--- config.mk ---
export PLATFORM = sky130hd
export DESIGN_NAME = lrsc
export DESIGN_NICKNAME = d
export VERILOG_FILES = /design/src/source/lsuPkg.sv /design/src/source/lrsc.sv
export VERILOG_INCLUDE_DIRS = /design/src /design/src/source
export SDC_FILE = /design/constraint.sdc
export NUM_CORES = 1
export LEC_CHECK = 0
export ABC_CLOCK_PERIOD_IN_PS = 2800
export BUFFER_PORTS_ARGS = -buffer_cell sky130_fd_sc_hd__buf_2
export CORE_UTILIZATION = 29
export DETAILED_ROUTE_END_ITERATION = 8
export SLEW_MARGIN = 20
export SYNTH_ARGS = -nofsm -noshare
export SYNTH_HDL_FRONTEND = slang
export SYNTH_SLANG_ARGS = --single-unit
--- constraint.sdc ---
create_clock -name clk -period 2.8 [get_ports clk]
set_input_delay 0.28 -clock clk [delete_from_list [all_inputs] [get_ports clk]]
set_output_delay 0.28 -clock clk [all_outputs]
set_load 0.01 [all_outputs]
--- src/source/lsu_config.svh ---
////////////////////////////////////////
// LSU configuration
// Data width and DTIM depth
////////////////////////////////////////
`ifndef LSU_CONFIG_SVH
`define LSU_CONFIG_SVH

// Data and address width
`define LSU_XLEN 32

// DTIM depth in words, power of two
`define LSU_DTIM_WORDS 256

`endif
--- src/source/lsuPkg.sv ---
////////////////////////////////////////
// LSU shared types and encodings
// Access size, read/write code, byte swap
////////////////////////////////////////
`include "lsu_config.svh"

package lsuPkg;

  typedef logic [`LSU_XLEN-1:0]   wordT;      // Data or address word
  typedef logic [`LSU_XLEN/8-1:0] byteMaskT;  // One bit per byte lane
  typedef logic [1:0]             memRwT;     // {read, write}, 00 is idle
  typedef logic [2:0]             funct3T;    // {unsigned, size[1:0]}
  typedef logic [1:0]             atomicT;    // {amo, lrsc}, amo unused

  localparam int RW_READ_BIT     = 1;  // Read strobe in memRwT
  localparam int RW_WRITE_BIT    = 0;  // Write strobe in memRwT
  localparam int ATOMIC_LRSC_BIT = 0;  // LR/SC flag in atomicT

  // Low two bits of funct3, RISC-V load/store order
  localparam logic [1:0] SIZE_BYTE = 2'b00;
  localparam logic [1:0] SIZE_HALF = 2'b01;
  localparam logic [1:0] SIZE_WORD = 2'b10;

  // Reverse byte order of a word
  function automatic wordT swapBytes(input wordT a);
    wordT y;
    for (int i = 0; i < $bits(wordT) / 8; i++) begin
      y[8*i +: 8] = a[$bits(wordT) - 8*(i+1) +: 8];  // Lane i takes mirrored lane
    end
    return y;
  endfunction

endpackage

--- src/source/lrsc.sv ---
`timescale 1ns/1ps
////////////////////////////////////////
// LR/SC reservation tracker
// Gates failed SC writes, flags the squash
////////////////////////////////////////
module lrsc (
  input  logic           clk,
  input  logic           arstN,
  input  logic           stallW,     // Holds reservation state
  input  lsuPkg::memRwT  memRwM,
  input  lsuPkg::atomicT atomicM,
  input  lsuPkg::wordT   adrM,       // Memory stage address
  input  logic           suppress,   // Faulted or flushed access
  output lsuPkg::memRwT  memRwOut,   // Access code, SC write gated
  output logic           squashSc    // SC failed this cycle
);

  logic                          resValid;  // Reservation held
  logic [$bits(lsuPkg::wordT)-1:2] resAdr;  // Reserved word address
  logic                          isLr;
  logic                          isSc;
  logic                          scPass;

  assign isLr = atomicM[lsuPkg::ATOMIC_LRSC_BIT] & memRwM[lsuPkg::RW_READ_BIT];
  assign isSc = atomicM[lsuPkg::ATOMIC_LRSC_BIT] & memRwM[lsuPkg::RW_WRITE_BIT];

  assign scPass   = resValid & (resAdr == adrM[$bits(lsuPkg::wordT)-1:2]);  // Same word
  assign squashSc = isSc & ~scPass;

  // Failed SC loses its write strobe
  assign memRwOut = {memRwM[lsuPkg::RW_READ_BIT], memRwM[lsuPkg::RW_WRITE_BIT] & ~squashSc};

  ////////////////////////////////////////
  // Reservation state
  always_ff @(posedge clk or negedge arstN) begin
    if (!arstN) begin
      resValid <= 1'b0;
    end else if (!stallW) begin
      if (isSc) begin
        resValid <= 1'b0;  // Any SC ends the reservation
      end else if (isLr && !suppress) begin
        resValid <= 1'b1;
      end
    end
  end

  always_ff @(posedge clk) begin
    if (!stallW && isLr && !suppress) begin
      resAdr <= adrM[$bits(lsuPkg::wordT)-1:2];
    end
  end

endmodule

==> out/metrics.yaml <==
yosys_most_used_dff: "edfxtp_1"
hp-start: "adrM[9]"
gp_congestion: 0.753
yosysSeqAreaShare_pct: 71.5
dp_hpwl_um: 1950
syn_avg_cell_area_sq_um: 16.8
rsz0062_at_grt: "no"
crit_path_start_kind: "flop"
slew_headroom_pct: 51.6
synth_compound_area_share_pct: 1.26
grt_pass1_vias: 840
yosysMostFrequentCell: "edfxtp_1"
cts_buffer_depth: 2
vias_per_cell: 4.55
synth_enable_flop_cells: 30
synth.largest_area_cell: "edfxtp_1"
syn_nets: 117
pin_count: 43
finalCritPeriodShare_pct: 73.4
ant_nets: 0
critPathKind: "reg2out"
core_area_sq_mm: 0.00414
ctsHoldBuffers: 1
irDropWorstVdd_uv: 199
die-area_sq_mm: 0.00474
min-delay-path-class: "in2reg"
cts-buffers-inserted: 5
regToRegSetupSlack_ns: 2.09
synth_cells: 77
synthToLayoutAreaGrowth_pct: 29.5
tns_ns: 0
cts_tree: "done"
end_kind: "output pin"
dieWidth_um: 68.8
grt_max_degree: 12
status: "complete, no violations"
grt_pass1_wl_um: 3810
synth_top_area_share_pct: 69.6
root_buffer: "clkbuf_8"
maxCapViolCount: 0
gr-total-overflow: 0
slew_viol_final: 0
fin_ws_ns: 0.744
rr_worst_depth: 1
rows: 23
die_h_um: 68.8
tightest_slew_ns: 0.725
vias: 800
dp_slack_ns: 0.916
synthSimpleGateAreaFrac_pct: 6.38
cp.required_ns: 2.52
synth-seq-cells: 31
drt_iter0_drc: 58
stdcell_count: 176
async_flop_share_pct: 3.23
whs_endpoint: "resAdr[9]"
muxShareOfSynthArea_pct: 0
synthTopCellsByCount: "30 x edfxtp_1, 19 x xnor2_1, 11 x xor2_1"
portBuffers: 39
cts_sinks: 31
dpl.cell_count: 167
drtPass1Iterations: 4
fin_nets: 165
synthAdderAreaFrac_pct: 0
finClkSkew_ns: 0
max_freq_mhz: 486
p_leak_nw: 0.617
grtUsageTotal_pct: 11.9
postLayoutCoreUtil_pct: 40.5
fin_crit_ns: 2.06
arrival_ns: 1.78
postCtsSetupBuffers: 0
diodes: 0
critPathMaxFanout: 2
wl_um: 2500
wl_per_cell_um: 14.2
htree_levels: 2
powerDensity_mw_per_mm2: 580
path_clk_slew_ns: 0.07
timing.rr.end: "resValid"
rr_startpoint: "resValid"
setup_viol: 0
drc: 0
whs_ns: 0.200
synthDistinctLibCells: 12
synth_top_family_by_area: "XOR/XNOR gates"
start_util_pct: 31.3
clock_latency_ns: 0.28
synth_xor_area_share_pct: 20.3
grt_antenna_before_repair: 0
hold_viol: 0
synth_area_leaders: "edfxtp_1 70%, xnor2_1 13%, xor2_1 7.4%, nand4_1 2.9%, dfrtp_1 1.9%"
syn_area_sq_mm: 0.00129
hold_path_depth: 1
drive_gt1_share_pct: 38.9
yosys_warnings: 0
ctsResizeCount: 0
registers in the layout, summed over array words and instances, names as in the netlist:
register,count
resAdr,30
resValid,1
layout by cell type (no fill, tap or decap):
| cell | count |
|---|---|
| clkbuf_8 | 6 |
| nor4_1 | 4 |
| buf_2 | 39 |
| dlygate4sd3_1 | 1 |
| xnor2_1 | 19 |
| o22a_1 | 1 |
| nand4_1 | 6 |
| edfxtp_1 | 30 |
| nand2_1 | 1 |
| a21boi_1 | 1 |
| clkbuf_1 | 1 |
| clkinv_2 | 1 |
| nor2b_1 | 1 |
| xor2_1 | 11 |
| dfrtp_1 | 1 |
| nor4bb_4 | 1 |
| buf_4 | 2 |
critical path: stages (launching register included):
cell      delay (ns)
edfxtp_1        0.38
xnor2_1         0.14
nand4_1         0.13
nor4_1          0.38
nand4_1         0.16
a21boi_1        0.17
buf_2           0.14
worst max-delay path by stage:
stage	slack, ns	start	cells past startpoint	to
after global placement	0.97	adrM[11]	7	memRwOut[0]
after floorplan	0.18	stallW	1	resAdr[10]
after CTS	0.65	resAdr[5]	6	memRwOut[0]
after global routing	0.39	resAdr[15]	6	memRwOut[0]
after detailed placement	0.92	adrM[5]	7	memRwOut[0]
final	0.74	resAdr[2]	6	memRwOut[0]
report_power, final:
group           total, W  internal (W)  leakage, nW  switching [W]
clock           0.000355      0.000198       0.0482       0.000157
sequential      0.000534      0.000526        0.285     0.00000711
combinational  0.0000837     0.0000461        0.283      0.0000376
through the flow:
| stage | area [sq um] | power (W) |
|---|---|---|
| global placement | 1580 | 0.000623 |
| finish | 1680 | 0.000972 |
| CTS | 1680 | 0.000987 |
| global route | 1680 | 0.00102 |
| detailed placement | 1580 | 0.000628 |
| floorplan | 1300 | 0.000580 |
layout make-up:
class	count	area, sq um
repair buffers	42	220
multi-input cells	45	377
fillers	411	2470
well taps	50	62.6
clock inverters	1	5.00
flip-flops and latches	31	926
clock buffers	7	86.3
kinds of logic after synthesis:
family,Yosys count
xor gates and xnor gates,30
buffers and inverters,1
AOI/OAI and AO/OA,2
and+or+nand+nor,13
DFF,31
layer usage:
metal,vias to the layer above,wire length [um],track usage [%]
li1,383,-,-
met1,381,1050,13.4
met2,32,1190,19.0
met3,4,226,6.91
met4,0,34,3.83
met5,-,0,0
No activity file was read; power rests on OpenSTA's default activity.
