**config.mk**
```make
export PLATFORM = sky130hd
export DESIGN_NAME = subwordRead
export DESIGN_NICKNAME = d
export VERILOG_FILES = /design/src/source/lsuPkg.sv /design/src/source/subwordRead.sv
export VERILOG_INCLUDE_DIRS = /design/src /design/src/source
export SDC_FILE = /design/constraint.sdc
export NUM_CORES = 1
export LEC_CHECK = 0
export BUFFER_PORTS_ARGS = -buffer_cell sky130_fd_sc_hd__buf_2
export CELL_PAD_IN_SITES_DETAIL_PLACEMENT = 2
export CELL_PAD_IN_SITES_GLOBAL_PLACEMENT = 2
export CORE_ASPECT_RATIO = 0.6
export CORE_MARGIN = 4
export CORE_UTILIZATION = 28
export DETAILED_ROUTE_END_ITERATION = 8
export PLACE_DENSITY = 0.87
export SETUP_SLACK_MARGIN = 0.2
export SYNTH_ARGS = -nofsm -noshare
export SYNTH_HDL_FRONTEND = slang
export SYNTH_SLANG_ARGS = --single-unit
```
**constraint.sdc**
```tcl
create_clock -name vclk -period 5.2
set_input_delay 1.04 -clock vclk [all_inputs]
set_output_delay 1.04 -clock vclk [all_outputs]
set_load 0.005 [all_outputs]
```
**src/source/lsu_config.svh**
```systemverilog
////////////////////////////////////////
// LSU configuration
// Data width and DTIM depth
////////////////////////////////////////
`ifndef LSU_CONFIG_SVH
`define LSU_CONFIG_SVH

// Data and address width
`define LSU_XLEN 32

// DTIM depth in words, power of two
`define LSU_DTIM_WORDS 256

`endif
```
**src/source/lsuPkg.sv**
```systemverilog
////////////////////////////////////////
// LSU shared types and encodings
// Access size, read/write code, byte swap
////////////////////////////////////////
`include "lsu_config.svh"

package lsuPkg;

  typedef logic [`LSU_XLEN-1:0]   wordT;      // Data or address word
  typedef logic [`LSU_XLEN/8-1:0] byteMaskT;  // One bit per byte lane
  typedef logic [1:0]             memRwT;     // {read, write}, 00 is idle
  typedef logic [2:0]             funct3T;    // {unsigned, size[1:0]}
  typedef logic [1:0]             atomicT;    // {amo, lrsc}, amo unused

  localparam int RW_READ_BIT     = 1;  // Read strobe in memRwT
  localparam int RW_WRITE_BIT    = 0;  // Write strobe in memRwT
  localparam int ATOMIC_LRSC_BIT = 0;  // LR/SC flag in atomicT

  // Low two bits of funct3, RISC-V load/store order
  localparam logic [1:0] SIZE_BYTE = 2'b00;
  localparam logic [1:0] SIZE_HALF = 2'b01;
  localparam logic [1:0] SIZE_WORD = 2'b10;

  // Reverse byte order of a word
  function automatic wordT swapBytes(input wordT a);
    wordT y;
    for (int i = 0; i < $bits(wordT) / 8; i++) begin
      y[8*i +: 8] = a[$bits(wordT) - 8*(i+1) +: 8];  // Lane i takes mirrored lane
    end
    return y;
  endfunction

endpackage

```
**src/source/subwordRead.sv**
```systemverilog
`timescale 1ns/1ps
////////////////////////////////////////
// Load extraction
// Endian swap, lane select, sign or zero extend
////////////////////////////////////////
`include "lsu_config.svh"

module subwordRead (
  input  lsuPkg::wordT   readWord,   // Raw DTIM word
  input  logic [1:0]     adrLow,     // Byte offset in word
  input  lsuPkg::funct3T funct3,     // Size and unsigned flag
  input  logic           bigEndian,
  output lsuPkg::wordT   readData    // Extended load value
);

  lsuPkg::wordT swapped;    // Word in little-endian order
  logic [1:0]   laneOfs;    // Offset after the swap
  logic [7:0]   byteVal;
  logic [15:0]  halfVal;
  logic         signBit;
  logic         isSigned;

  ////////////////////////////////////////
  // Byte swap
  assign swapped = bigEndian ? lsuPkg::swapBytes(readWord) : readWord;

  // Swap mirrors the lanes, so mirror the offset too
  assign laneOfs = adrLow ^ {2{bigEndian}};

  // Lane select
  assign byteVal = swapped[8*laneOfs +: 8];
  assign halfVal = swapped[16*laneOfs[1] +: 16];

  assign isSigned = ~funct3[2];  // Top bit means unsigned

  ////////////////////////////////////////
  // Extension
  always_comb begin
    signBit = 1'b0;
    case (funct3[1:0])
      lsuPkg::SIZE_BYTE: begin
        signBit  = isSigned & byteVal[7];
        readData = {{(`LSU_XLEN-8){signBit}}, byteVal};
      end
      lsuPkg::SIZE_HALF: begin
        signBit  = isSigned & halfVal[15];
        readData = {{(`LSU_XLEN-16){signBit}}, halfVal};
      end
      default: begin
        readData = swapped;  // Word load
      end
    endcase
  end

endmodule

```
==> results of run 1 <==
-- metrics by stage --
step	instances	worst slack, ns	utilization (%)
after floorplan	126	2.03	-
after global placement	244	1.21	37.6
after detailed placement	244	1.15	37.6
after CTS	244	1.15	37.6
after global routing	244	1.07	37.6
final	244	1.15	37.6
-- layer usage --
| layer | part of all wire [%] | vias up |
|---|---|---|
| li1 | - | 621 |
| met1 | 49 | 608 |
| met2 | 44 | 41 |
| met3 | 7.3 | 0 |
| met4 | 0 | 0 |
| met5 | 0 | - |
-- layout make-up --
cell class	count	area [µm²]
Tap cell	60	75.1
Inverter	3	13.8
Timing Repair Buffer	71	358
Multi-Input combinational cell	110	1100
Fill cell	491	2570
-- placed cells by master, fill, tap and decap left out, types with 2 or more instances in the layout --
cell type and n:
mux4_2 8, a22oi_1 8, mux2_2 17, mux2_4 2
a221o_1 7, nand2_1 8, mux2i_1 16, buf_2 70
nor2_1 9, o211ai_1 3, a21o_1 16, nand2b_1 2
inv_1 2
-- where the power goes --
part,switching [mW],leakage (nW),internal (mW)
Combinational,0.0838,0.772,0.0808
Sequential,0,0,0
Clock,0,0,0
-- tightest hold or removal path, delay by kind of cell --
kind	cells	cell delay, ns
buffers and inverters	2	0.20
multiplexers	1	0.14
AO/OA/AOI/OAI	1	0.10
-- cells by family after synthesis --
| family | count (synthesis) | share of synthesized area (%) |
|---|---|---|
| xor+xnor | 1 | 1.35 |
| compound gates | 43 | 33.5 |
| simple gates | 23 | 9.96 |
| mux | 43 | 46.6 |
| buf+inv | 16 | 8.61 |
-- final timing paths --
path | from | endpoint | slack, ns | depth (start not counted)
worst max-delay path | bigEndian | readData[3] | 1.15 | 5
worst min-delay path | readWord[0] | readData[24] | 2.50 | 4
==> impl.org, run 1 <==
** Outcome
- The run finished with clean final reports.

** Final layout
- The design has 0 sequential cells.
- Compared with the post-synthesis result, the final layout area differs by 28.4%.
- Fraction of layout instances using a drive strength above 1 :: 59.2%
- The finished cells cover 1550 µm².
- 0 antenna diodes ended up in the layout.
- Clock buffer instance count of the final layout :: 0
- Total number of nets in the final design :: 224
- Sequential cell area :: 0 µm²

** STA
- Final-report max-slew violation count :: 0
- Dividing the final minimum period by the clock period gives 77.8%.
- Across all hold checks on the routed design, the worst slack comes to 2.50 ns.
- Minimum clock period after layout :: roughly 4 ns
- Number of setup violations in the final report :: 0
- Final Hold Viols :: 0
- At the pin with the least slew margin, the transition time is 0.766 ns.
- Setup repair after global routing left no endpoint under its margin.
- Measured against its own limit, the worst slew margin works out to 48.9%.
- Highest achievable clock rate :: 247 MHz
- Setup_tns :: 0 ns

** Worst setup path
- Crit path kind :: in2out
- Buffering stage count on the worst path with inverters included :: 3
- Slowest stage cell, crit path :: mux4_2
- Delay of the slowest critical-path stage :: 0.56 ns
- STA puts the critical path data required time at 4.16 ns.
- Maximum fanout along the worst path :: 27
- Among the stages of the critical path, the cell type that occurs most often is buf_2.
- Startpoint types :: input port
- Family of cells with the greatest summed delay on the critical path :: buffers and inverters
- Arrival time of the worst setup path :: approximately 3.0 ns
- The worst setup path is captured at a primary output.
- The critical path goes through buf_2 > buf_4 > mux4_2 > a221o_1 > buf_2.

** Power and ir drop
- The worst-case IR drop observed on VDD is about 0.000029 V.
- In this run the static leakage power is around 0.77 nW.
- PD cells :: 106 nW/µm²
- Summing internal, switching and leakage power gives 165 µW.

** Die
- Top Ports :: 70
- Total die area :: approximately 5500 µm²
- Initial core utilization :: 29.3%
- In this run the horizontal extent of the chip is 92.7 µm.
- The die is 58.8 µm tall.
- The floorplan has 18 rows.
- The floorplan step defined a core boundary enclosing 4120 µm².

** Drt
- After detailed routing, the total wire length is 4660 µm.
- Pre-antenna DRT Iters :: 4
- Final routed DRC violation total :: 0
- Detailed-route via count :: 1270
- For this block, the initial DRC count from the detailed router was 39.
- After detailed routing, the average wire length per cell comes to 19.1 µm.
- Remaining antenna violation count :: 0
- In the routed layout, each cell is associated on average with a via count of 5.20.

** Yosys
- In this run the cell area of the synthesized design comes to 1210 µm².
- The largest total area in the synthesized netlist belongs to mux2_2.
- Sequential elements use 0% of the synthesized area.
- Synth area leaders :: mux2_2 (16%), mux4_2 (15%), mux2i_1 (13%), a21o_1 (10%), a221o_1 (5.8%)
- A synthesized cell averages 9.57 µm².
- Distinct cell type count after synthesis :: 31
- Synthesis produced a netlist with a net count of about 160.
- Sorting the synthesized cells by how often they occur yields mux2_2 (17), a21o_1 (16), mux2i_1 (16), nor2_1 (9).
- Share of the synthesized area in the top cell type :: between 10% and 20%
- Synthesis produced 126 cells.
- Cell with the most instances after synthesis :: mux2_2
- Yosys printed 0 warnings.

** Global routing
- Global routing used 16.6% of the available tracks across all layers.
- Global-route wire length before repair :: roughly 7500 µm
- GRT met1 Usage :: between 20% and 30%
- Entering global routing, the biggest net connects 33 pins.
- Met3 demand-to-capacity share in global routing :: 2.81%
- Initial antenna violation count :: 0
- After global routing, the most crowded layer is met2.
- Overall overflow remaining after global route :: 0
- Global routing consumed, on the met2 layer, between 20 and 30% of the routing resources.
- Vias in the first global route :: approximately 1400

** Min path
- HP Class :: in2out

** CTS
- Buffers added to address setup during post-CTS repair amount to 0.
- Number of hold-repair buffers added at the cts stage :: 0
- After clock tree synthesis, the repair step resized 0 gates.

** Run
- Max-cap violations in this run came to 0.

** Place
- Once placement finished, the instance area stood at 1550 µm².
- Final weighted congestion in routability-driven placement :: between 0.7 and 0.8
- Input/output buffers :: 70
- Once detailed placement completed, the half-perimeter wirelength came to 3680 µm.
Note: power is estimated with default switching activity, not from simulation.
==> inputs of run 2 (changes only) <==
--- a/config.mk
+++ b/config.mk
@@ -11,9 +11,9 @@
 export CELL_PAD_IN_SITES_GLOBAL_PLACEMENT = 2
 export CORE_ASPECT_RATIO = 0.6
 export CORE_MARGIN = 4
-export CORE_UTILIZATION = 28
+export CORE_UTILIZATION = 23
 export DETAILED_ROUTE_END_ITERATION = 8
-export PLACE_DENSITY = 0.87
+export PLACE_DENSITY = 0.76
 export SETUP_SLACK_MARGIN = 0.2
 export SYNTH_ARGS = -nofsm -noshare
 export SYNTH_HDL_FRONTEND = slang
==> constraint.sdc (replaced) <==
create_clock -name vclk -period 3.42
set_input_delay 0.684 -clock vclk [all_inputs]
set_output_delay 0.684 -clock vclk [all_outputs]
set_load 0.005 [all_outputs]
==> impl.org, run 2 (synthesis results as in run 1) <==
** Outcome
- The run finished with clean final reports.

** Min path
- The min-delay analysis places its worst path in the category in2out.
- Endpoint of the worst hold-timing path :: readData[28]
- In this run the most critical hold path is launched from readWord[4].
- The number of cells traversed by the worst hold path was 4 (unchanged).

** Final layout
- FFs & Latches :: 0 (unchanged)
- Sequential cell area :: 0 µm² (unchanged)
- Number of inserted diodes :: 0 (unchanged)
- The filler cell count came to 595 (+21%).
- Clock buffer instance count of the final layout :: 0 (unchanged)
- The non-filler instance count after layout came to 253 (+3.7%).
- Most common cell after layout, fill and taps aside :: buf_2
- The fraction of layout cells with a size suffix above 1 came to 60.4% (+1.2 points).
- Growth of design area from synthesis to finish :: 31.2%
- The total number of nets in the final design is 227 (+1.3%).
- Leading cell types in the layout, fill and taps excluded :: buf_2 (70), mux2_2 (17), a21o_1 (16), mux2i_1 (16), nor2_1 (9)

** Global routing
- Initial antenna violation count :: 0 (unchanged)
- The number of global-route vias before repair came to 1371 (-1.8%).
- The maximum number of pins on one net before global-route repair was 24 (-27%).
- All-layer global routing usage :: 14.3% (-2.4 points)
- The global route total overflow was 0 (unchanged).
- Global-route wire length before repair :: 7600 µm (+1.1%)

** Die
- Top Ports :: 70 (unchanged)
- The area inside the core boundary came to 5050 µm² (+23%).
- The number of placement rows was 20 (+2).
- Die height :: 64.1 µm (+8.9%)
- Initial core utilization :: 23.9% (-5.4 points)
- The overall die width came to 101 µm (+9.4%).
- Total die area :: 6510 µm² (+19%)

** Power and ir drop
- The combinational share of power was 100.0% (about the same).
- Total net switching power :: 126 µW (+50%)
- The cell-internal power came to 125 µW (+55%).
- Static leakage :: 0.786 nW (+1.9%)
- Worst IR Drop VDD :: 0.0000509 V (+76%)
- The switching power share of the total was 50.2% (-0.71 points).
- Share of total power in the clock network :: 0% (unchanged)
- The total power divided by cell area is 159 nW/µm² (+49%).
- Share of power burned in registers :: 0% (unchanged)
- Power Total :: 251 µW (+53%)

** Drt
- Routed wire length :: 4550 µm (-2.6%)
- The initial DRC count was 29 (-26%).
- The detailed-routing iteration count for the pre-antenna-repair pass was 4 (unchanged).
- Detailed-route via count :: 1303 (+2.6%)
- The number of vias per cell after detailed routing was 5.15 (-1.1%).
- Remaining antenna violation count :: 0 (unchanged)
- The number of DRC violations after detailed routing was 0 (unchanged).
- The per-cell routed wire length is 18.0 µm (-6.0%).

** Worst setup path
- The worst setup path is captured at a primary output.
- The highest fanout seen on the critical path was 10 (-63%).
- Crit path kind :: in2out
- Arrival time of the worst setup path :: 2.30 ns (-0.71 ns)
- Startpoint types :: input port
- Required time at the endpoint of the critical path :: 2.74 ns (-1.42 ns)

** STA
- Derived from the worst setup path, the maximum achievable clock frequency is 336 MHz.
- The number of endpoints with negative hold slack in the final report was 0 (unchanged).
- After layout, the worst path uses 87.1% of the clock period.
- Transition time at the pin with the least slew margin :: 0.657 ns (-0.109 ns)
- Worst-case headroom to the max-slew limit :: 56.0% (+7.1 points)
- Number of setup violations in the final report :: 0 (unchanged)
- Final-report max-slew violation count :: 0 (unchanged)
- Setup_tns :: 0 ns (unchanged)
- The routed design could run at a clock period as short as 2.98 ns.
- RSZ-0062 raised after global routing :: false

** Place
- Final weighted congestion in routability-driven placement :: 0.741 (-3.3%)
- The total instance count after detailed placement came to 253 (+3.7%).
- Input/output buffers :: 70 (unchanged)
- The HPWL after detailed placement is 3670 µm (-0.27%).

** CTS
- The post-CTS setup buffer count came to 0 (unchanged).

** Run
- Max-cap violations :: 0 (unchanged)
run 2: cell type report:
type | instances | area, µm² | share of cell area [%]
inverters | 3 | 13.8 | 0.870
well taps | 66 | 82.6 | 5.22
multi-input cells | 110 | 1110 | 69.9
repair buffers | 74 | 380 | 24.0
run 2: critical path, cell delays in order:
cell     delay, ns
buf_2         0.29
mux4_2        0.56
a21oi_2       0.42
a22oi_1       0.17
buf_2         0.17
run 2: layer usage:
layer,up-vias,share of wire (%),track usage (%)
met5,-,0,0
met4,0,0,0
li1,634,-,-
met1,629,52,22.9
met3,0,6.1,1.53
met2,40,42,21.4
run 2: power by group through the flow:
stage	clock, mW	combinational [mW]	sequential (mW)
after floorplan	0	0.156	0
after global placement	0	0.250	0
after global routing	0	0.280	0
final	0	0.251	0
after CTS	0	0.254	0
after detailed placement	0	0.253	0
run 2: worst max path at each step:
stage,start,endpoint,slack [ns],cells past startpoint
after global routing,adrLow[1],readData[15],0.29,5
after detailed placement,funct3[0],readData[6],0.31,6
after global placement,funct3[0],readData[3],0.35,6
after CTS,funct3[0],readData[6],0.32,6
after floorplan,bigEndian,readData[5],0.96,6
final,adrLow[1],readData[15],0.44,5
run 2: timing repair:
item                                    4_1_cts  5_1_grt
endpoints found under the setup margin        0        6
resized for setup                             0        1
hold buffers                                  0        0
run 2: stage by stage:
stage	hold slack [ns]	setup WS, ns	cell area, µm²	utilization (%)
2_1_floorplan	1.56	0.961	1210	-
3_3_place_gp	1.80	0.355	1580	31.2
3_5_place_dp	1.80	0.315	1580	31.2
4_1_cts	1.80	0.320	1580	31.2
5_1_grt	1.83	0.295	1580	31.3
6_report	1.79	0.440	1580	31.3
