--- src/source/lsu_config.svh ---
////////////////////////////////////////
// LSU configuration
// Data width and DTIM depth
////////////////////////////////////////
`ifndef LSU_CONFIG_SVH
`define LSU_CONFIG_SVH

// Data and address width
`define LSU_XLEN 32

// DTIM depth in words, power of two
`define LSU_DTIM_WORDS 256

`endif
--- src/source/lsuPkg.sv ---
////////////////////////////////////////
// LSU shared types and encodings
// Access size, read/write code, byte swap
////////////////////////////////////////
`include "lsu_config.svh"

package lsuPkg;

  typedef logic [`LSU_XLEN-1:0]   wordT;      // Data or address word
  typedef logic [`LSU_XLEN/8-1:0] byteMaskT;  // One bit per byte lane
  typedef logic [1:0]             memRwT;     // {read, write}, 00 is idle
  typedef logic [2:0]             funct3T;    // {unsigned, size[1:0]}
  typedef logic [1:0]             atomicT;    // {amo, lrsc}, amo unused

  localparam int RW_READ_BIT     = 1;  // Read strobe in memRwT
  localparam int RW_WRITE_BIT    = 0;  // Write strobe in memRwT
  localparam int ATOMIC_LRSC_BIT = 0;  // LR/SC flag in atomicT

  // Low two bits of funct3, RISC-V load/store order
  localparam logic [1:0] SIZE_BYTE = 2'b00;
  localparam logic [1:0] SIZE_HALF = 2'b01;
  localparam logic [1:0] SIZE_WORD = 2'b10;

  // Reverse byte order of a word
  function automatic wordT swapBytes(input wordT a);
    wordT y;
    for (int i = 0; i < $bits(wordT) / 8; i++) begin
      y[8*i +: 8] = a[$bits(wordT) - 8*(i+1) +: 8];  // Lane i takes mirrored lane
    end
    return y;
  endfunction

endpackage

--- src/source/subwordWrite.sv ---
`timescale 1ns/1ps
////////////////////////////////////////
// Store preparation
// Size replication, byte mask, endian swap
////////////////////////////////////////
module subwordWrite (
  input  lsuPkg::funct3T   funct3,     // Access size
  input  logic [1:0]       adrLow,     // Byte offset in word
  input  lsuPkg::wordT     writeData,  // Store data, low aligned
  input  logic             bigEndian,
  output lsuPkg::wordT     laneData,   // Data placed on all lanes
  output lsuPkg::byteMaskT byteMask    // Lanes to write
);

  lsuPkg::wordT replicated;  // Little-endian replicated data

  ////////////////////////////////////////
  // Replicate across the word
  always_comb begin
    case (funct3[1:0])
      lsuPkg::SIZE_BYTE: begin
        replicated = {($bits(lsuPkg::wordT)/8){writeData[7:0]}};
      end
      lsuPkg::SIZE_HALF: begin
        replicated = {($bits(lsuPkg::wordT)/16){writeData[15:0]}};
      end
      default: begin
        replicated = writeData;  // Full word
      end
    endcase
  end

  // Whole-word swap keeps lanes tied to the address offset
  assign laneData = bigEndian ? lsuPkg::swapBytes(replicated) : replicated;

  ////////////////////////////////////////
  // Byte mask from size and offset
  always_comb begin
    case (funct3[1:0])
      lsuPkg::SIZE_BYTE: begin
        byteMask = lsuPkg::byteMaskT'(1) << adrLow;
      end
      lsuPkg::SIZE_HALF: begin
        byteMask = lsuPkg::byteMaskT'(3) << {adrLow[1], 1'b0};  // Half-word pair
      end
      lsuPkg::SIZE_WORD: begin
        byteMask = '1;
      end
      default: begin
        byteMask = '0;  // Doubleword not supported
      end
    endcase
  end

endmodule

--- config.mk ---
export PLATFORM = sky130hd
export DESIGN_NAME = subwordWrite
export DESIGN_NICKNAME = d
export VERILOG_FILES = /design/src/source/lsuPkg.sv /design/src/source/subwordWrite.sv
export VERILOG_INCLUDE_DIRS = /design/src /design/src/source
export SDC_FILE = /design/constraint.sdc
export NUM_CORES = 1
export LEC_CHECK = 0
export CAP_MARGIN = 20
export CORE_MARGIN = 5
export CORE_UTILIZATION = 45
export DETAILED_ROUTE_END_ITERATION = 8
export DONT_BUFFER_PORTS = 1
export PLACE_DENSITY = 0.64
export SETUP_SLACK_MARGIN = 0.5
export SYNTH_ARGS = -nofsm -noshare
export SYNTH_HDL_FRONTEND = slang
export SYNTH_SLANG_ARGS = --single-unit
--- constraint.sdc ---
create_clock -name vclk -period 1.9
set_input_delay 0.095 -clock vclk [all_inputs]
set_output_delay 0.095 -clock vclk [all_outputs]
set_load 0.005 [all_outputs]
==> metrics, run 1 <==
status finished clean; GR Overflow Total 0; Initial Util 47.26%; flip-flop and latch area 0 sq um; CP cell instances nand2b_1, nor2_1, a221oi_2; Slew Limit Fails 0; FF+latch count 0; ranking of synthesized cells by area mux2i_1 18%, o22ai_1 16%, a211oi_1 13%; worst hold slack 0.2416 ns; Slew @ Worst Pin 0.7589 ns; Fin Setup TNS 0 ns; layout cells sized above 1 8.943%; DP Wirelength 2.262 mm; Critical path buffers and inverters 0; TritonRoute pass-1 iters 4; crit path DAT 1.03 ns; hold worst-path end laneData[14]; Die H 55.39 um; worst path required time 1.80 ns; most frequent cell after synthesis nor2_1; Post-CTS Hold Buffers 0; final setup vio count 0; Die W 55.39 um; Power Dens Cells 225.3 nW/um^2; Yosys cell types 21; Mean Syn Cell Area 6.868 sq um; share of the synthesized area in the top cell type 18.35%; Ys Warns 0; startpoint types input pin; row cnt 16; core box area 1962 sq um; port buffer count 0; Hold Crit Class in -> out; Slew HR 49.41%; gp weighted congestion 0.7726; Starting DRT DRC Count 41; vias in the first global route 960; GRT Util Overall 18.49%; CP Capture Type output pin; CP peak stage delay 0.58 ns; syn nets 173; ANT nets after route 0; die area 3068 sq um; number of nets in the layout 163; Synth Cell Area 927.1 sq um; Final min period 1.126 ns; post-synthesis sequential area ratio 0%; beginning of the worst hold path funct3[1]; RSZ-0062 raised after global routing false; Top delay family on crit path simple AND/OR/NAND/NOR gates; period utilization 59.29%; average wire per cell in the routed design 20.88 um; hold depth 1; Diodes inserted 0; Post-CTS Setup Inserts 0; max-cap violation count 0; Max IR drop VDD 103.9 uV; Layout area overhead -6.748%; I/O pin total 74; PostCTS Resize Cnt 0; first-pass GRT wire length 4.974 mm; Post-synth top cells 26 x nor2_1, 24 x o22ai_1, 17 x mux2i_1; CP max FO 31; count of final hold-check violations 0; static leakage 0.2808 nW; vias per cell 7.393; Max Fclk 0.8877 GHz; total number of vias 1109; area leader, netlist mux2i_1; WL final 3.132 mm; CP max stage cell nand2b_1; clkbuf count 0; pin count of the biggest net entering global routing 49; critical path class in -> out; Post-Synthesis Cells 135; DR DRC count 0; initial antenna violation count 0
## report_power, final
group | internal (mW) | total (mW) | leakage (nW) | switching (mW)
Clock | 0 | 0 | 0 | 0
Sequential | 0 | 0 | 0 | 0
Combinational | 0.0882 | 0.195 | 0.281 | 0.107
## how the worst max path moves through the flow
stage	startpoint	end	slack, ns	cells past startpoint
floorplan	funct3[1]	laneData[6]	1.05	4
global placement	bigEndian	laneData[8]	0.76	3
detailed placement	bigEndian	laneData[15]	0.77	3
CTS	bigEndian	laneData[15]	0.77	3
global route	bigEndian	laneData[14]	0.62	3
finish	bigEndian	laneData[13]	0.77	3
## through the flow
step / setup slack, ns / power, mW / cells / util, % / cell area [sq um]
2_1_floorplan: 1.049 / 0.2060 / 135 / - / 927.1
3_3_place_gp: 0.7582 / 0.1919 / 150 / 44.07 / 864.6
3_5_place_dp: 0.7695 / 0.1958 / 150 / 44.07 / 864.6
4_1_cts: 0.7694 / 0.1961 / 150 / 44.07 / 864.6
5_1_grt: 0.6186 / 0.2141 / 150 / 44.07 / 864.6
6_report: 0.7736 / 0.1948 / 150 / 44.07 / 864.6
## cells in the final DEF, fill, tap and decap left out, types with 2 or more instances in the layout
master	count
a211oi_1	16
a21oi_1	9
a221oi_2	8
mux2i_1	17
nand2_1	3
nand2b_1	2
nor2_1	26
nor2_2	2
nor3_1	8
o21a_1	3
o22ai_1	24
## final cells by class
type	instances	area, sq um
inverters	2	7.507
multi-input cells	121	823.3
fillers	230	1097
well taps	27	33.78
## cells by family (layout without fill, tap and decap cells)
kind of cell	count (synthesis)	after routing	share of synthesized area, %
AO/OA/AOI/OAI	63	63	51.69
buffers and inverters	14	2	11.20
multiplexers	17	17	18.35
AND/OR/NAND/NOR	41	41	18.76
## per-layer routing
layer / up-vias / share of wire (%) / global-route usage (%)
met2: 66 / 49 / 32.60
met5: - / 0 / 0
li1: 516 / - / -
met3: 0 / 9.1 / 4.429
met1: 527 / 42 / 24.04
met4: 0 / 0 / 0
Power figures use the tool's default switching activity.
==> run 2, diff against run 1 <==
- clock period: 1.9 -> 1.05 ns (I/O delays scaled with it)
==> run 2 against run 1 <==
Against the previous run:
- worst hold slack got worse by 0.075 ns
- cell count increased by 2.7%
- count of clock-buffer cells in the layout did not move
- die area did not move
- first-iteration DRC count decreased by 63%
- critical path type unchanged
- worst setup slack got worse by 0.41 ns
- routed wire length is 19% higher
- core utilization rose by 29 points
==> metrics, run 2 (synthesized netlist as in run 1, its figures left out) <==
final total power 577.9 uW (was 194.8 uW); clock network power share 0% (about the same); Power Internal 294.3 uW (was 88.17 uW); count of final hold-check violations 0 (unchanged); I/O pin total 74 (unchanged); CP peak stage delay 0.24 ns (was 0.58 ns); average wire per cell in the routed design 24.15 um (was 20.88 um); CP max FO 32 (was 31); crit path DAT 0.63 ns (was 1.03 ns); Diodes inserted 0 (unchanged); vias per cell 7.584 (was 7.393); WL final 3.719 mm (was 3.132 mm); hold worst-path end laneData[8] (was laneData[14]); beginning of the worst hold path funct3[1] (unchanged); Power Dens Cells 405.9 nW/um^2 (was 225.3 nW/um^2); core box area 1962 sq um (unchanged); TritonRoute pass-1 iters 4 (unchanged); DP Wirelength 2.604 mm (was 2.262 mm); vias in the first global route 1115 (was 960); Comb pwr share 100.0% (about the same); Slew HR 81.29% (was 49.41%); Sw Share 49.08% (was 54.74%); Critical path buffers and inverters 0 (unchanged); pin count of the biggest net entering global routing 49 (unchanged); gp weighted congestion 0.7269 (was 0.7726); flip-flop and latch area 0 sq um (unchanged); Psw 283.6 uW (was 106.7 uW); final setup vio count 0 (unchanged); most frequent cells in the layout 18 x nor2_1, 17 x mux2i_1, 14 x o22ai_2 (was 26 x nor2_1, 24 x o22ai_1, 17 x mux2i_1); GR Overflow Total 0 (unchanged); max-cap violation count 0 (unchanged); Final min period 0.6863 ns; clkbuf count 0 (unchanged); Max Fclk 1.457 GHz; Final Non-Filler Cells 154 (was 150); Fillers 151 (was 230); Slew @ Worst Pin 0.2729 ns (was 0.7589 ns); Post-CTS Hold Buffers 0 (unchanged); leading cell type in the layout, fill and taps excluded nor2_1 (unchanged); Layout area overhead 53.58% (was -6.748%); Die H 55.39 um (unchanged); Initial Util 47.26% (unchanged); CP Capture Type output pin (unchanged); GRT Util Overall 22.21% (was 18.49%); Seq pwr share 0% (about the same); first-pass GRT wire length 5.885 mm (was 4.974 mm); DR DRC count 0 (unchanged); Die W 55.39 um (unchanged); static leakage 0.4481 nW (was 0.2808 nW); critical path class in -> out (unchanged); CP cell instances nand2b_4, o22ai_2, a211oi_4 (was nand2b_1, nor2_1, a221oi_2); hold depth 1 (unchanged); Fin Setup TNS 0 ns (unchanged); FF+latch count 0 (unchanged); layout cells sized above 1 55.91% (was 8.943%); status finished clean (unchanged); Starting DRT DRC Count 15 (was 41); initial antenna violation count 0 (unchanged); RSZ-0062 raised after global routing true (was false); Final Cell Area 1424 sq um (was 864.6 sq um); port buffer count 0 (unchanged); Max IR drop VDD 254.5 uV (was 103.9 uV); number of nets in the layout 167 (was 163); period utilization 65.36%; total number of vias 1168 (was 1109); area of the multi-input gates 1331 sq um (was 823.3 sq um); CP max stage cell a211oi_4 (was nand2b_1); Slew Limit Fails 0 (unchanged); ANT nets after route 0 (unchanged); Hold Crit Class in -> out (unchanged); placed instance area 1204 sq um (was 864.6 sq um); row cnt 16 (unchanged); startpoint types input pin (unchanged); worst hold slack 0.1667 ns (was 0.2416 ns); worst path required time 1.00 ns (was 1.80 ns); placed insts 150 (unchanged); die area 3068 sq um (unchanged); Top delay family on crit path compound AO/OA/AOI/OAI gates (was simple AND/OR/NAND/NOR gates)
[run 2: repair_timing]
item	CTS	global route
buffers inserted	3	0
pin swaps	15	4
resized for setup	18	7
gates cloned	1	0
endpoints found under the setup margin	26	32
[run 2: per-stage QoR]
stage	utilization (%)	worst slack [ns]
finish	72.58	0.3637
CTS	70.22	0.3855
floorplan	-	0.3031
global placement	61.35	0.2818
global route	72.58	0.3545
detailed placement	61.35	0.2963
[run 2: power by group through the flow]
stage | sequential (mW) | clock (mW) | combinational, mW
after floorplan | 0 | 0 | 0.528
after global placement | 0 | 0 | 0.441
after detailed placement | 0 | 0 | 0.453
after CTS | 0 | 0 | 0.550
after global routing | 0 | 0 | 0.614
final | 0 | 0 | 0.578
[run 2: worst max path at each step]
stage	from	to	slack [ns]	depth (start not counted)
floorplan	bigEndian	laneData[10]	0.30	4
global placement	bigEndian	laneData[6]	0.28	3
detailed placement	bigEndian	laneData[6]	0.30	3
CTS	bigEndian	laneData[13]	0.39	2
global route	bigEndian	laneData[28]	0.35	3
finish	bigEndian	laneData[30]	0.36	3
[run 2: area by class of cell]
class	instances	share of cell area (%)
inverters	2	1.142
multi-input cells	122	93.50
well taps	27	2.373
repair buffers	3	2.988
[run 2: routing by layer]
metal  vias up  part of all wire, %  track usage (%)
met2        70                   48            36.49
met3         4                   10            6.760
met5         -                    0                0
met1       563                   41            29.31
li1        531                    -                -
met4         0                 0.83            2.431
==> run 3, diff against run 2 <==
- clock period: 1.05 -> 0.8 ns (I/O delays scaled with it)
==> run 3 against run 2 <==
Against the previous run:
- worst setup slack got worse by 0.22 ns
- critical path depth decreased by 1
- die area did not move
- cell count increased by 1.3%
- sequential share of layout area unchanged
- combinational power grew 31%
- cell area is 1.6% higher
- via count shrank 1.2%
- global-route usage up 0.73 points
- routed wire length fell by 0.70%
- worst hold slack got worse by 0.028 ns
==> metrics, run 3 (synthesized netlist as in run 1, its figures left out) <==
Power Internal 387.5 uW (was 294.3 uW); grt met2 use 39.02% (was 36.49%); CP Capture Type output pin (unchanged); DR DRC count 0 (unchanged); CP max stage cell a221oi_2 (was a211oi_4); GRT met3 Usage 6.294% (was 6.760%); clkbuf count 0 (unchanged); crit path DAT 0.61 ns (was 0.63 ns); Starting DRT DRC Count 37 (was 15); total number of vias 1154 (was 1168); Sw Share 49.02% (was 49.08%); WL final 3.693 mm (was 3.719 mm); average wire per cell in the routed design 23.67 um (was 24.15 um); number of nets in the layout 169 (was 167); Hold Crit Class in -> out (unchanged); GR Overflow Total 0 (unchanged); Die W 55.39 um (unchanged); first-pass GRT wire length 5.975 mm (was 5.885 mm); Post-CTS Hold Buffers 0 (unchanged); Psw 372.7 uW (was 283.6 uW); area of the multi-input gates 1331 sq um (unchanged); row cnt 16 (unchanged); Max IR drop VDD 296.0 uV (was 254.5 uV); DP Wirelength 2.594 mm (was 2.604 mm); count of final hold-check violations 0 (unchanged); GRT Util Overall 22.94% (was 22.21%); final total power 760.2 uW (was 577.9 uW); Diodes inserted 0 (unchanged); Die H 55.39 um (unchanged); status finished clean (unchanged); CP cell instances nand2b_4, a221oi_2 (was nand2b_4, o22ai_2, a211oi_4); Max Fclk 1.535 GHz; critical path class in -> out (unchanged); vias per cell 7.397 (was 7.584); period utilization 81.44%; Top delay family on crit path compound AO/OA/AOI/OAI gates (unchanged); Slew @ Worst Pin 0.2880 ns (was 0.2729 ns); die area 3068 sq um (unchanged); gp weighted congestion 0.7208 (was 0.7269); final setup vio count 0 (unchanged); flip-flop and latch area 0 sq um (unchanged); initial antenna violation count 0 (unchanged); vias in the first global route 1106 (was 1115); grt met1 use 29.76% (was 29.31%); Power Dens Cells 525.6 nW/um^2 (was 405.9 nW/um^2); pin count of the biggest net entering global routing 49 (unchanged); FF+latch count 0 (unchanged); startpoint types input pin (unchanged); Seq pwr share 0% (about the same); Slew HR 80.25% (was 81.29%); static leakage 0.4647 nW (was 0.4481 nW); max-cap violation count 0 (unchanged); port buffer count 0 (unchanged); RSZ-0062 raised after global routing true (unchanged); Layout area overhead 56.01% (was 53.58%); CP peak stage delay 0.34 ns (was 0.24 ns); fin worst setup slack 0.1485 ns (was 0.3637 ns); Post-Place Setup Slack 0.09890 ns (was 0.2963 ns); leading cell type in the layout, fill and taps excluded o22ai_2 (was nor2_1); I/O pin total 74 (unchanged); layout cells sized above 1 60.47% (was 55.91%); TritonRoute pass-1 iters 5 (was 4); CP max FO 32 (unchanged); Comb pwr share 100.0% (about the same); Fin Setup TNS 0 ns (unchanged); Final min period 0.6515 ns; grt peak-use layer met2 (unchanged); core box area 1962 sq um (unchanged); Fillers 151 (unchanged); worst path required time 0.76 ns (was 1.00 ns); Initial Util 47.26% (unchanged); most frequent cells in the layout 19 x o22ai_2, 18 x nor2_1, 17 x mux2i_1 (was 18 x nor2_1, 17 x mux2i_1, 14 x o22ai_2); Critical path buffers and inverters 0 (unchanged); Slew Limit Fails 0 (unchanged); clock network power share 0% (about the same); ANT nets after route 0 (unchanged)
## run 3: changes by cell type in the layout (fill, tap and decap cells not counted), sizes merged
cell  delta
buf      +2
## run 3: timing repair
item	in CTS	in global routing
setup buffers	4	0
hold endpoints to repair	0	0
cloned	1	0
gates resized for setup	21	7
pin swaps	19	9
endpoints found under the setup margin	36	36
## run 3: power by group through the flow
stage	combinational (mW)	sequential, mW	clock [mW]
global route	0.814	0	0
global placement	0.591	0	0
finish	0.760	0	0
CTS	0.727	0	0
detailed placement	0.607	0	0
floorplan	0.693	0	0
## run 3: area by class of cell
type / count / share of cell area [%]
tap: 27 / 2.336
multi-input combinational: 122 / 92.04
timing repair buffer: 5 / 4.498
inverter: 2 / 1.125
## run 3: final timing paths
kind / end / cells past startpoint / slack (ns) / startpoint
worst max-delay path: laneData[14] / 2 / 0.15 / bigEndian
worst min-delay path: laneData[19] / 1 / 0.14 / funct3[1]
## run 3: per-stage QoR
stage                     instance area, sq um  hold WS, ns  instances  util (%)
after floorplan                           1339       0.2006        135         -
after global placement                    1224       0.1337        151     62.37
after detailed placement                  1224       0.1359        151     62.37
after CTS                                 1399       0.1305        156     71.30
after global routing                      1446       0.1345        156     73.72
final                                     1446       0.1391        156     73.72
## run 3: per-layer routing
layer,wire [um],vias up
li1,-,525
met2,1814,61
met3,333,4
met5,0,-
met1,1510,564
met4,35,0
